$ cat src/common/video_pkg.sv
package video_pkg;

	// video register offsets from the register base
	typedef enum logic [3:0] {
		addr_ctrl = 4'h0,
		addr_stat = 4'h1,
		addr_scy  = 4'h2,
		addr_scx  = 4'h3,
		addr_ly   = 4'h4, // read only
		addr_lyc  = 4'h5,
		addr_wy   = 4'hA,
		addr_wx   = 4'hB
	} reg_addr_e;

	typedef enum logic [1:0] {
		mode_hblank   = 2'd0,
		mode_vblank   = 2'd1,
		mode_oam_scan = 2'd2,
		mode_transfer = 2'd3
	} lcd_mode_e;

	typedef struct packed {
		logic       rd;
		logic       wr;
		reg_addr_e  addr;
		logic [7:0] wdata;
	} cpu_req_t;

	typedef struct packed {
		logic [7:0] ctrl;
		logic [3:0] stat_en; // status bits 6 to 3
		logic [7:0] scy;
		logic [7:0] scx;
		logic [7:0] lyc;
		logic [7:0] wy;
		logic [7:0] wx;
	} lcd_regs_t;

	typedef struct packed {
		logic [7:0]  ly;
		logic [15:0] dot;
		lcd_mode_e   mode;
	} line_pos_t;

	typedef struct packed {
		logic      coincidence;
		lcd_mode_e mode;
	} lcd_stat_t;

	localparam int ctrl_enable_bit = 7;

endpackage

$ cat src/hdl/lcd_status.sv
module lcd_status #(
	parameter int visible_lines = 144
) (
	input  logic                 clk,
	input  logic                 reset,
	input  video_pkg::line_pos_t pos,
	input  video_pkg::lcd_regs_t regs,
	output video_pkg::lcd_stat_t stat,
	output logic [7:0]           ly,
	output logic                 vblank_irq,
	output logic                 stat_irq
);

	logic       coincidence;
	logic       stat_cond;
	logic       stat_cond_q;
	logic [7:0] ly_q;

	assign ly               = pos.ly;
	assign stat.coincidence = coincidence;
	assign stat.mode        = pos.mode;

	// stat_en[3] is bit 6, stat_en[0] is bit 3
	assign stat_cond = (coincidence && regs.stat_en[3]) ||
	                   (pos.mode == video_pkg::mode_oam_scan && regs.stat_en[2]) ||
	                   (pos.mode == video_pkg::mode_vblank && regs.stat_en[1]) ||
	                   (pos.mode == video_pkg::mode_hblank && regs.stat_en[0]);

	always_ff @(posedge clk) begin
		if (reset) begin
			coincidence <= 1'b0;
			stat_cond_q <= 1'b0;
			ly_q        <= 8'd0;
			vblank_irq  <= 1'b0;
			stat_irq    <= 1'b0;
		end else begin
			coincidence <= (pos.ly == regs.lyc);
			stat_cond_q <= stat_cond;
			ly_q        <= pos.ly;
			stat_irq    <= stat_cond && !stat_cond_q; // rising edge only
			vblank_irq  <= (pos.ly == 8'(visible_lines)) && (ly_q != 8'(visible_lines));
		end
	end

endmodule

$ cat src/hdl/line_timer.sv
module line_timer #(
	parameter int dots_per_line = 456,
	parameter int oam_dots      = 80,
	parameter int transfer_dots = 172,
	parameter int visible_lines = 144,
	parameter int total_lines   = 154
) (
	input  logic                 clk,
	input  logic                 reset,
	input  logic [7:0]           ctrl,
	output video_pkg::line_pos_t pos
);

	logic        enable;
	logic [15:0] next_dot;
	logic [7:0]  next_ly;

	assign enable = ctrl[video_pkg::ctrl_enable_bit];

	function automatic video_pkg::lcd_mode_e mode_of(input logic [7:0] line,
	                                                 input logic [15:0] d);
		video_pkg::lcd_mode_e m;
		if (line >= 8'(visible_lines))
			m = video_pkg::mode_vblank;
		else if (d < 16'(oam_dots))
			m = video_pkg::mode_oam_scan;
		else if (d < 16'(oam_dots + transfer_dots))
			m = video_pkg::mode_transfer;
		else
			m = video_pkg::mode_hblank;
		return m;
	endfunction

	always_comb begin
		next_dot = pos.dot + 16'd1;
		next_ly  = pos.ly;
		if (pos.dot == 16'(dots_per_line - 1)) begin
			next_dot = 16'd0;
			if (pos.ly == 8'(total_lines - 1))
				next_ly = 8'd0; // end of frame
			else
				next_ly = pos.ly + 8'd1;
		end
	end

	// mode is computed from the next counter values so all three move together
	always_ff @(posedge clk) begin
		if (reset || !enable) begin
			pos.dot  <= 16'd0;
			pos.ly   <= 8'd0;
			pos.mode <= video_pkg::mode_hblank;
		end else begin
			pos.dot  <= next_dot;
			pos.ly   <= next_ly;
			pos.mode <= mode_of(next_ly, next_dot);
		end
	end

endmodule

$ cat src/hdl/video_regs.sv
module video_regs (
	input  logic                  clk,
	input  logic                  reset,
	input  video_pkg::cpu_req_t   req,
	input  logic [7:0]            ly,
	input  video_pkg::lcd_stat_t  stat,
	output video_pkg::lcd_regs_t  regs,
	output logic [7:0]            rdata,
	output logic                  rdata_valid
);

	logic we_ctrl;
	logic we_stat;
	logic we_scy;
	logic we_scx;
	logic we_lyc;
	logic we_wy;
	logic we_wx;
	logic [7:0] rd_value;

	// offset decode to per-register write enables
	always_comb begin
		we_ctrl = 1'b0;
		we_stat = 1'b0;
		we_scy  = 1'b0;
		we_scx  = 1'b0;
		we_lyc  = 1'b0;
		we_wy   = 1'b0;
		we_wx   = 1'b0;
		if (req.wr) begin
			case (req.addr)
				video_pkg::addr_ctrl: we_ctrl = 1'b1;
				video_pkg::addr_stat: we_stat = 1'b1;
				video_pkg::addr_scy:  we_scy  = 1'b1;
				video_pkg::addr_scx:  we_scx  = 1'b1;
				video_pkg::addr_lyc:  we_lyc  = 1'b1;
				video_pkg::addr_wy:   we_wy   = 1'b1;
				video_pkg::addr_wx:   we_wx   = 1'b1;
				default: ; // line register and holes ignore writes
			endcase
		end
	end

	always_ff @(posedge clk) begin
		if (reset) begin
			regs <= '0;
		end else begin
			if (we_ctrl)
				regs.ctrl <= req.wdata;
			if (we_stat)
				regs.stat_en <= req.wdata[6:3]; // low bits are read only
			if (we_scy)
				regs.scy <= req.wdata;
			if (we_scx)
				regs.scx <= req.wdata;
			if (we_lyc)
				regs.lyc <= req.wdata;
			if (we_wy)
				regs.wy <= req.wdata;
			if (we_wx)
				regs.wx <= req.wdata;
		end
	end

	always_comb begin
		case (req.addr)
			video_pkg::addr_ctrl: rd_value = regs.ctrl;
			video_pkg::addr_stat: rd_value = {1'b1, regs.stat_en, stat.coincidence, stat.mode};
			video_pkg::addr_scy:  rd_value = regs.scy;
			video_pkg::addr_scx:  rd_value = regs.scx;
			video_pkg::addr_ly:   rd_value = ly; // live line counter
			video_pkg::addr_lyc:  rd_value = regs.lyc;
			video_pkg::addr_wy:   rd_value = regs.wy;
			video_pkg::addr_wx:   rd_value = regs.wx;
			default:              rd_value = 8'hFF; // open bus
		endcase
	end

	// read data is valid for the one cycle after the strobe
	always_ff @(posedge clk) begin
		if (reset) begin
			rdata       <= 8'h00;
			rdata_valid <= 1'b0;
		end else begin
			rdata_valid <= req.rd;
			if (req.rd)
				rdata <= rd_value;
		end
	end

endmodule

$ cat src/hdl/video_top.sv
module video_top #(
	parameter int dots_per_line = 456,
	parameter int oam_dots      = 80,
	parameter int transfer_dots = 172,
	parameter int visible_lines = 144,
	parameter int total_lines   = 154
) (
	input  logic                 clk,
	input  logic                 reset,
	input  video_pkg::cpu_req_t  req,
	output logic [7:0]           rdata,
	output logic                 rdata_valid,
	output video_pkg::lcd_regs_t regs,
	output logic                 vblank_irq,
	output logic                 stat_irq
);

	video_pkg::line_pos_t pos;
	video_pkg::lcd_stat_t stat;
	logic [7:0]           ly;

	video_regs u_regs (
		.clk         (clk),
		.reset       (reset),
		.req         (req),
		.ly          (ly),
		.stat        (stat),
		.regs        (regs),
		.rdata       (rdata),
		.rdata_valid (rdata_valid)
	);

	line_timer #(
		.dots_per_line (dots_per_line),
		.oam_dots      (oam_dots),
		.transfer_dots (transfer_dots),
		.visible_lines (visible_lines),
		.total_lines   (total_lines)
	) u_timer (
		.clk   (clk),
		.reset (reset),
		.ctrl  (regs.ctrl),
		.pos   (pos)
	);

	lcd_status #(
		.visible_lines (visible_lines)
	) u_status (
		.clk        (clk),
		.reset      (reset),
		.pos        (pos),
		.regs       (regs),
		.stat       (stat),
		.ly         (ly),
		.vblank_irq (vblank_irq),
		.stat_irq   (stat_irq)
	);

endmodule

$ cat config.mk
export PLATFORM = sky130hd
export DESIGN_NAME = video_top
export DESIGN_NICKNAME = d
export VERILOG_FILES = /design/src/common/video_pkg.sv /design/src/hdl/lcd_status.sv /design/src/hdl/line_timer.sv /design/src/hdl/video_regs.sv /design/src/hdl/video_top.sv
export SDC_FILE = /design/constraint.sdc
export NUM_CORES = 1
export LEC_CHECK = 0
export BUFFER_PORTS_ARGS = -buffer_cell sky130_fd_sc_hd__clkbuf_2
export CAP_MARGIN = 20
export CORE_MARGIN = 4
export CORE_UTILIZATION = 30
export DETAILED_ROUTE_END_ITERATION = 7
export HOLD_SLACK_MARGIN = 0.1
export SYNTH_ARGS = -nofsm -noshare
export SYNTH_HDL_FRONTEND = slang
export SYNTH_SLANG_ARGS = --single-unit
$ cat constraint.sdc
create_clock -name clk -period 1.7 [get_ports clk]
set_input_delay 0.51 -clock clk [delete_from_list [all_inputs] [get_ports clk]]
set_output_delay 0.51 -clock clk [all_outputs]
set_load 0.03 [all_outputs]
======== After elaboration in Yosys (flattened, before gate mapping) ========
Cells that the tools add are included.
storage, ports and cells
  register bits after elaboration ......... 99
  bits of input ports ..................... 16
  output and inout bits ................... 63
  logic and storage cells ................. 73
operators by class
  $add $sub $neg .......................... 2
  order comparisons ....................... 3
  equality and inequality tests ........... 14
  mux-type cells .......................... 21
  reduce and logical (&&, ||, !) cells .... 15
operators with widths
  cell                     count
  $pmux W8 S8              1
  $add A16 B1 Y16 const B  1
  $eq A16 B9 Y1 const B    1
  $eq A8 B8 Y1 const B     2
  $lt A16 B7 Y1 const B    1
  $lt A16 B8 Y1 const B    1
  $mux W16                 1
  $mux W8                  2
  $mux W1                  15
  $add A8 B1 Y8 const B    1
  $eq A4 B2 Y1 const B     2
  $eq A4 B3 Y1 const B     2
  $eq A4 B4 Y1 const B     2
  $eq A8 B8 Y1             1
  $ge A8 B8 Y1 const B     1
  $ne A8 B8 Y1 const B     1
  $logic_and A1 B1 Y1      6
  $eq A4 B1 Y1 const B     1
  $logic_not A4 Y1         1
  $logic_or A1 B1 Y1       4
  $mux W2                  2
  $eq A2 B1 Y1 const B     1
  $eq A2 B2 Y1 const B     1
  $logic_not A1 Y1         2
  2 further kinds          2

======== Longest topological paths before layout ========
Gate-level depths: netlist of run 1.
  word-level depth ........................ 6
  mapped depth ............................ 8
  gate-level depth less buffers ........... 7

======== By module ========
A second synthesis of run 1 with hierarchy kept.
unflattened totals
  cells, all modules ...................... 548
  area total of the unflattened synthesis .. 4902.2 µm²
by module, submodules not included
  module      instances  cells each  area an instance (µm²)  sequential area each (µm²)
  video_regs  1          310         2800.2                  1221.2
  line_timer  1          184         1556.5                  520.5
  lcd_status  1          54          545.5                   240.2

======== Worst setup path after synthesis of run 1 ========
OpenSTA, ideal clock, no wires.
  kind .................................... input to register
  start ................................... input port req[9] (netlist bit)
  end ..................................... register u_regs.regs[14] (netlist name)
  library setup time ...................... 0.128 ns
  arrival ................................. 1.705 ns
  data required time ...................... 1.572 ns
  setup slack ............................. -0.133 ns
  stages on the path ...................... 8
  cells stage by stage .................... buf_4 nor2b_1 buf_2 nand2_1 nor3b_1 buf_2 mux2i_1 nor2_1
between the ends
  longest elaborated chain between the ends .. 3
RTL lines
  element             line              text
  start: declaration  video_top.sv:10   input video_pkg::cpu_req_t req,
  $eq A4 B4 Y1        video_regs.sv:31  case (req.addr)
  $mux W1             video_regs.sv:31
  $mux W1             video_regs.sv:30  if (req.wr) begin
Every way passes these cells.
A chain may end at the register's enable or synchronous reset.

======== Worst setup path in the final report of run 1 ========
  start ................................... register u_timer.pos[12] (netlist name)
  end ..................................... register u_timer.pos[0] (netlist name)
between the ends
  longest elaborated chain between the ends .. 6
RTL lines
  element                                           line                                text
  $add A16 B1 Y16 or $eq A16 B9 Y1 (tied branches)  line_timer.sv:35, line_timer.sv:37
  $mux W16                                          line_timer.sv:37                    if (pos.dot == 16'(dots_per_line - 1)) begin
  $lt A16 B8 Y1                                     line_timer.sv:27                    else if (d < 16'(oam_dots + transfer_dots))
  $mux W2                                           line_timer.sv:27
  $mux W2                                           line_timer.sv:25                    else if (d < 16'(oam_dots))
  $mux W1 *                                         line_timer.sv:23                    if (line >= 8'(visible_lines))
Mark *: on every way between the ends. The rest lies on a longest branch, timed or not.

==> parameters.txt, run 1 <==
Parameter                              Value

STA
  Final worst-path setup slack ... -0.05982 ns
  Clock Skew ... 0.007684 ns
  Count of final max-slew check failures ... 0
  Worst Hold Slack ... 0.3922 ns
  Remaining max-slew budget at the tightest pin ... 64.00%
  Final setup violating endpoints ... 4
  Transition at the pin with the smallest max-transition slack ... 0.5343 ns
  Maximum clock rate ... 568.2 MHz
  Setup repair after global routing missed its margin ... true
  TNS Setup ... -0.1224 ns
  Min cycle time layout ... 1.760 ns
  Final period utilization ... 103.5%
  Final-report hold violation count ... 0

Floorplanning
  Core Area ... 0.01520 mm2
  FP Rows ... 45
  I/O pin count ... 79
  Area of the die ... 0.01752 mm2
  Height of the die ... 132.4 um
  Width of the die ... 132.4 um
  Initial standard-cell utilization of the core ... 30.53%

Clocking
  Worst-skew pair later-pin latency ... 0.36 ns
  Number of buffers added by the clock tree synthesis step ... 9
  CTS Hold Bufs ... 0
  CTS clk-pin slew, worst paths ... 0.07 ns
  Htree depth ... 3
  Buffer depth of the longest clock path ... 2
  CTS tree ... built
  Master cell of the clock root buffer ... clkbuf_16
  Count of clock tree sinks ... 99

Logic synthesis
  Post-synthesis adder-cell area fraction ... 1.078%
  Post-Synthesis Cell Area ... 0.004641 mm2
  Count of flip-flops with a built-in enable after synthesis ... 0
  Yosys reg bits ... 99
  Compound-gate portion of the synthesized area ... 8.250%
  Seq/Total Area, Yosys ... 42.71%
  Post-synthesis instance total ... 510
  Async S/R FF share, synth ... 0%
  Dominant combinational cell family by area after synthesis ... simple AND/OR/NAND/NOR gates
  Count of warnings emitted by yosys ... 0
  Fraction of the mapped netlist area in simple logic gates ... 23.75%
  Share of cell area taken by muxes after synthesis ... 14.13%
  Syn Nets ... 530
  Post-synthesis xor/xnor area fraction ... 5.662%
  Unique masters post-synth ... 54
  Predominant post-synthesis flop cell ... dfxtp_1
  Mapped Avg Cell Area ... 9.099 um2

Place
  Detailed placer's ending HPWL ... 10.38 mm
  Area after DPL ... 0.005888 mm2
  DP Worst Slack ... -0.2295 ns
  Final Wtd Congestion ... 0.8504
  I/O Buffers ... 78

Final layout
  P&R area growth vs syn ... 36.10%
  Proportion of layout cells with a drive suffix above 1 ... 35.04%
  Final Instance Area ... 0.006316 mm2
  Most frequent cells in the layout ... 94 x buf_4, 91 x dfxtp_1, 79 x nor2_1
  Most common library cell in the layout ignoring fill and taps ... buf_4
  Final net count ... 680
  Number of diodes ... 0

GRT
  Number of global-route vias before repair ... 4,300
  Overall Global Routing Usage ... 15.90%
  Initial antenna violation count ... 0
  Aggregate global routing overflow ... 0
  Global-route wire length before repair ... 22.49 mm
  Largest net degree at the start of global routing ... 67

Power
  Total leakage power ... 2.613 nW
  Ratio of total power to cell area ... 780.8 mW/mm2
  Worst IR drop on VDD ... 487.0 uV

Worst setup path
  Sort of element at the end of the critical path ... flop
  Peak per-stage delay on the critical path ... 0.47 ns
  Crit path required time ... 1.94 ns
  Ordered list of cells on the worst path ... nand4_1, or3_4, buf_4, a21oi_1, o32ai_2, nand2_1, o22ai_1
  Largest fanout on the critical path ... 4
  Kind of cell with the highest combined delay on the critical path ... simple AND/OR/NAND/NOR gates
  Crit path buf inv count ... 1
  Crit start category ... flop
  Crit path max-delay cell type ... or3_4
  CP Class ... reg -> reg
  Critical path data arrival time ... 2.00 ns

Run status
  Failing checks ... setup timing
  Status ... finished with violations

Flow run
  Max-Cap Viols ... 0

Route
  Count of TritonRoute iterations in the first routing pass ... 5
  DRT Wirelength ... 13.77 mm
  1st-iter DRT viols ... 291
  DR vias ... 4,272
  DRC violations left ... 0
  Via count normalized by instance count ... 5.008
  Post-detailed-route count of antenna-violating nets ... 0
  WL/cell ... 16.15 um

Hold path
  Worst min-delay path category ... reg -> reg
## metal layers
layer / track usage (%) / up-vias / routed length, um / share of wire, %
met5: 0 / - / 0 / 0
met4: 6.062 / 0 / 275 / 2.0
met3: 4.084 / 17 / 845 / 6.1
met2: 25.55 / 143 / 6397 / 46
met1: 20.57 / 2017 / 6255 / 45
li1: - / 2095 / - / -
## cell families (layout without fill, tap and decap cells)
family / count (synthesis) / in the layout
multiplexers: 58 / 58
adder cells (fa/ha/maj): 4 / 4
buffers and inverters: 42 / 197
AND/OR/NAND/NOR: 217 / 217
flip-flops: 99 / 99
XOR/XNOR: 30 / 30
AO/OA/AOI/OAI: 60 / 60
## Yosys cell counts (11+ instances only)
master    count  share of area (%)
dfxtp_1      99                 43
nor2_1       80                6.5
mux2i_1      52                 11
nand2_1      33                2.7
nand3_1      27                2.9
a21oi_1      25                2.7
xnor2_1      19                3.6
clkbuf_1     18                1.5
nor3_1       15                1.6
buf_2        11                1.2
nand4_1      11                1.5
xor2_1       11                2.1
## where the power goes
group / internal (mW) / switching [mW]
clock: 1.17 / 0.978
combinational: 0.156 / 0.248
sequential: 2.35 / 0.0329
## stage by stage
| step | power, mW | util [%] | instances |
|---|---|---|---|
| finish | 4.931 | 41.55 | 853 |
| global route | 5.111 | 41.55 | 853 |
| CTS | 4.986 | 41.38 | 852 |
| detailed placement | 2.841 | 38.73 | 834 |
| global placement | 2.837 | 38.73 | 834 |
| floorplan | 2.674 | - | 510 |
## path summary, 6_finish.rpt
check | startpoint | slack, ns | to | depth (start not counted)
worst max-delay path | u_timer.pos[12]$_SDFF_PP0_ | -0.06 | u_timer.pos[0]$_SDFF_PP0_ | 7
worst min-delay path | u_status.stat_cond_q$_SDFF_PP0_ | 0.39 | u_status.stat_irq$_SDFF_PP0_ | 1
worst max register to register | u_timer.pos[12]$_SDFF_PP0_ | -0.06 | u_timer.pos[0]$_SDFF_PP0_ | 7
worst min register to register | u_status.stat_cond_q$_SDFF_PP0_ | 0.39 | u_status.stat_irq$_SDFF_PP0_ | 1
## final cells by class
class | count | area [um2]
tap | 188 | 235.2
sequential | 99 | 1994
multi-input combinational | 369 | 2575
timing repair buffer | 177 | 1187
clock buffer | 9 | 225.2
inverter | 4 | 15.01
clock inverter | 7 | 83.83
fill | 1483 | 8886
## state kept, by name, summed over array words and instances, names as in the netlist
register              count
u_regs.regs              52
u_status.stat_cond_q      1
u_regs.rdata_valid        1
u_timer.pos              26
u_regs.rdata              8
u_status.coincidence      1
u_status.stat_irq         1
u_status.vblank_irq       1
u_status.ly_q             8
## timing repair
action                                  4_1_cts  5_1_grt
endpoints found under the setup margin        6        9
resized for setup                            20        5
gates cloned                                  0        0
pin swaps                                    12        3
setup buffers                                 2        1
(Power assumes the default switching activity.)
==> inputs of run 2 (changes only) <==
--- a/config.mk
+++ b/config.mk
@@ -7,6 +7,7 @@
 export LEC_CHECK = 0
 export BUFFER_PORTS_ARGS = -buffer_cell sky130_fd_sc_hd__clkbuf_2
 export CAP_MARGIN = 20
+export CORE_ASPECT_RATIO = 1.25
 export CORE_MARGIN = 4
 export CORE_UTILIZATION = 30
 export DETAILED_ROUTE_END_ITERATION = 7
==> parameters.txt, run 2 (synthesis gave the netlist of run 1 again) <==
Parameter                              Value

Run status
  Status ... finished with violations (unchanged)
  Failing checks ... setup timing (unchanged)

STA
  Clock Skew ... 0.009586 ns (was 0.007684 ns)
  Setup repair after global routing missed its margin ... true (unchanged)
  Final period utilization ... 103.0% (was 103.5%)
  TNS Setup ... -0.1102 ns (was -0.1224 ns)
  Transition at the pin with the smallest max-transition slack ... 0.4430 ns (was 0.5343 ns)
  Count of final max-slew check failures ... 0 (unchanged)
  Min cycle time layout ... 1.751 ns (was 1.760 ns)
  Maximum clock rate ... 571.1 MHz (was 568.2 MHz)
  Final worst-path setup slack ... -0.05116 ns (was -0.05982 ns)
  Final-report hold violation count ... 0 (unchanged)
  Remaining max-slew budget at the tightest pin ... 70.42% (was 64.00%)
  Final setup violating endpoints ... 3 (was 4)

Route
  Post-detailed-route count of antenna-violating nets ... 0 (unchanged)
  Count of TritonRoute iterations in the first routing pass ... 4 (was 5)
  DRC violations left ... 0 (unchanged)
  Via count normalized by instance count ... 5.046 (was 5.008)
  1st-iter DRT viols ... 273 (was 291)
  WL/cell ... 16.83 um (was 16.15 um)
  DR vias ... 4,380 (was 4,272)
  DRT Wirelength ... 14.61 mm (was 13.77 mm)

Place
  DP Worst Slack ... -0.3521 ns (was -0.2295 ns)
  Detailed placer's ending HPWL ... 11.11 mm (was 10.38 mm)
  Final Wtd Congestion ... 0.9270 (was 0.8504)
  I/O Buffers ... 78 (unchanged)
  # placed instances ... 845 (was 834)

Clocking
  CTS tree ... built (unchanged)
  CTS clk-pin slew, worst paths ... 0.07 ns (about the same)
  Worst-skew pair later-pin latency ... 0.35 ns (was 0.36 ns)
  Count of clock tree sinks ... 99 (unchanged)
  Number of buffers added by the clock tree synthesis step ... 9 (unchanged)
  Buffer depth of the longest clock path ... 2 (unchanged)
  Htree depth ... 3 (unchanged)
  Master cell of the clock root buffer ... clkbuf_16 (unchanged)
  CTS Hold Bufs ... 0 (unchanged)

Final layout
  Non-filler instance count after layout ... 868 (was 853)
  Regs by FF count ... u_regs.regs: 52 flops, u_timer.pos: 26 flops (unchanged)
  Final net count ... 675 (was 680)
  Max reg flops ... 52 (unchanged)
  Fill cells ... 1,490 (was 1,483)
  Most frequent cells in the layout ... 87 x buf_4, 87 x dfxtp_1, 79 x nor2_1 (was 94 x buf_4, 91 x dfxtp_1, 79 x nor2_1)
  Register with the highest flop count ... u_regs.regs (unchanged)
  Proportion of layout cells with a drive suffix above 1 ... 37.12% (was 35.04%)
  P&R area growth vs syn ... 37.72% (was 36.10%)
  Number of diodes ... 0 (unchanged)

Power
  Worst IR drop on VDD ... 590.3 uV (was 487.0 uV)
  Ratio of total power to cell area ... 754.5 mW/mm2 (was 780.8 mW/mm2)
  Total leakage power ... 2.625 nW (was 2.613 nW)

Floorplanning
  Initial standard-cell utilization of the core ... 30.78% (was 30.53%)
  Width of the die ... 119.2 um (was 132.4 um)
  Height of the die ... 147.1 um (was 132.4 um)
  I/O pin count ... 79 (unchanged)
  Area of the die ... 0.01754 mm2 (was 0.01752 mm2)
  Core Area ... 0.01508 mm2 (was 0.01520 mm2)
  FP Rows ... 50 (was 45)

Worst setup path
  Critical path data arrival time ... 1.99 ns (was 2.00 ns)
  Crit path required time ... 1.94 ns (about the same)
  Launch instance of the worst register-to-register path ... u_timer.pos[6]$_SDFF_PP0_ (was u_timer.pos[12]$_SDFF_PP0_)
  R2r endpoint ... u_timer.pos[0]$_SDFF_PP0_ (unchanged)
  Crit start category ... flop (unchanged)
  Largest fanout on the critical path ... 6 (was 4)
  Setup slack of the worst register-to-register path ... -0.05 ns (was -0.06 ns)
  CP Class ... reg -> reg (unchanged)
  Capture point of the critical path ... u_timer.pos[0]$_SDFF_PP0_ (unchanged)
  Launch point of the critical path ... u_timer.pos[6]$_SDFF_PP0_ (was u_timer.pos[12]$_SDFF_PP0_)
  Sort of element at the end of the critical path ... flop (unchanged)
  Logic depth of the worst register-to-register path ... 6 (was 7)

GRT
  Global-route wire length before repair ... 23.16 mm (was 22.49 mm)
  Number of global-route vias before repair ... 4,430 (was 4,300)
  Largest net degree at the start of global routing ... 31 (was 67)
  Aggregate global routing overflow ... 0 (unchanged)
  Initial antenna violation count ... 0 (unchanged)
  Overall Global Routing Usage ... 16.75% (was 15.90%)

Flow run
  Max-Cap Viols ... 0 (unchanged)

Hold path
  Worst min-delay path category ... reg -> reg (unchanged)
[run 2: cell count changes in the layout (fill, tap and decap cells not counted), sizes merged]
| cell | previous run | this run |
|---|---|---|
| buf | 99 | 94 |
| clkinv | 0 | 1 |
| bufinv | 1 | 0 |
| clkbuf | 87 | 89 |
| clkinvlp | 3 | 2 |
| inv | 7 | 6 |
[run 2: worst min-delay path by stage]
stage | from | to | slack [ns] | cells past startpoint
4_1_cts | u_status.stat_cond_q$_SDFF_PP0_ | u_status.stat_irq$_SDFF_PP0_ | 0.41 | 1
6_report | u_status.stat_cond_q$_SDFF_PP0_ | u_status.stat_irq$_SDFF_PP0_ | 0.41 | 1
2_1_floorplan | u_status.stat_cond_q$_SDFF_PP0_ | u_status.stat_irq$_SDFF_PP0_ | 0.37 | 1
5_1_grt | u_status.stat_cond_q$_SDFF_PP0_ | u_status.stat_irq$_SDFF_PP0_ | 0.42 | 1
3_5_place_dp | u_status.stat_cond_q$_SDFF_PP0_ | u_status.stat_irq$_SDFF_PP0_ | 0.40 | 1
3_3_place_gp | u_status.stat_cond_q$_SDFF_PP0_ | u_status.stat_irq$_SDFF_PP0_ | 0.40 | 1
[run 2: metal layers]
metal  part of all wire, %  track usage, %
met5                     0               0
met4                   4.1           8.232
met3                   5.5           3.697
met2                    50           28.97
met1                    40           19.44
[run 2: metrics by stage]
| step | power (mW) | area (um2) | hold WS [ns] | util, % |
|---|---|---|---|---|
| CTS | 4.869 | 6264 | 0.4090 | 41.54 |
| global route | 5.018 | 6391 | 0.4217 | 42.39 |
| global placement | 2.838 | 5833 | 0.3984 | 38.69 |
| finish | 4.822 | 6391 | 0.4101 | 42.39 |
| floorplan | 2.674 | 4717 | 0.3674 | - |
| detailed placement | 2.841 | 5833 | 0.3996 | 38.69 |
[run 2: critical path, stage by stage (launching register included)]
cell and delay [ns]:
dfxtp_2 0.35, nor4_2 0.36, nand3_2 0.18, o31a_1 0.32, o21ai_2 0.22, buf_4 0.15, o22ai_1 0.05
[run 2: power breakdown]
part	switching (mW)	internal (mW)
clock network	0.943	1.09
logic	0.258	0.150
registers	0.0301	2.35
total	1.23	3.59
[run 2: cell type report]
class                   instances  area, um2  share of cell area, %
clock buffers                  11      252.7                  3.955
repair buffers                172       1151                  18.01
inverters                       4      15.01                 0.2349
multi-input cells             369       2666                  41.72
well taps                     208      260.3                  4.072
clock inverters                 5      43.79                 0.6852
flip-flops and latches         99       2002                  31.32
[run 2: timing repair]
item / CTS / global route
pin swaps: 16 / 15
buffers inserted: 4 / 3
endpoints found under the setup margin: 16 / 47
gates resized for setup: 26 / 29
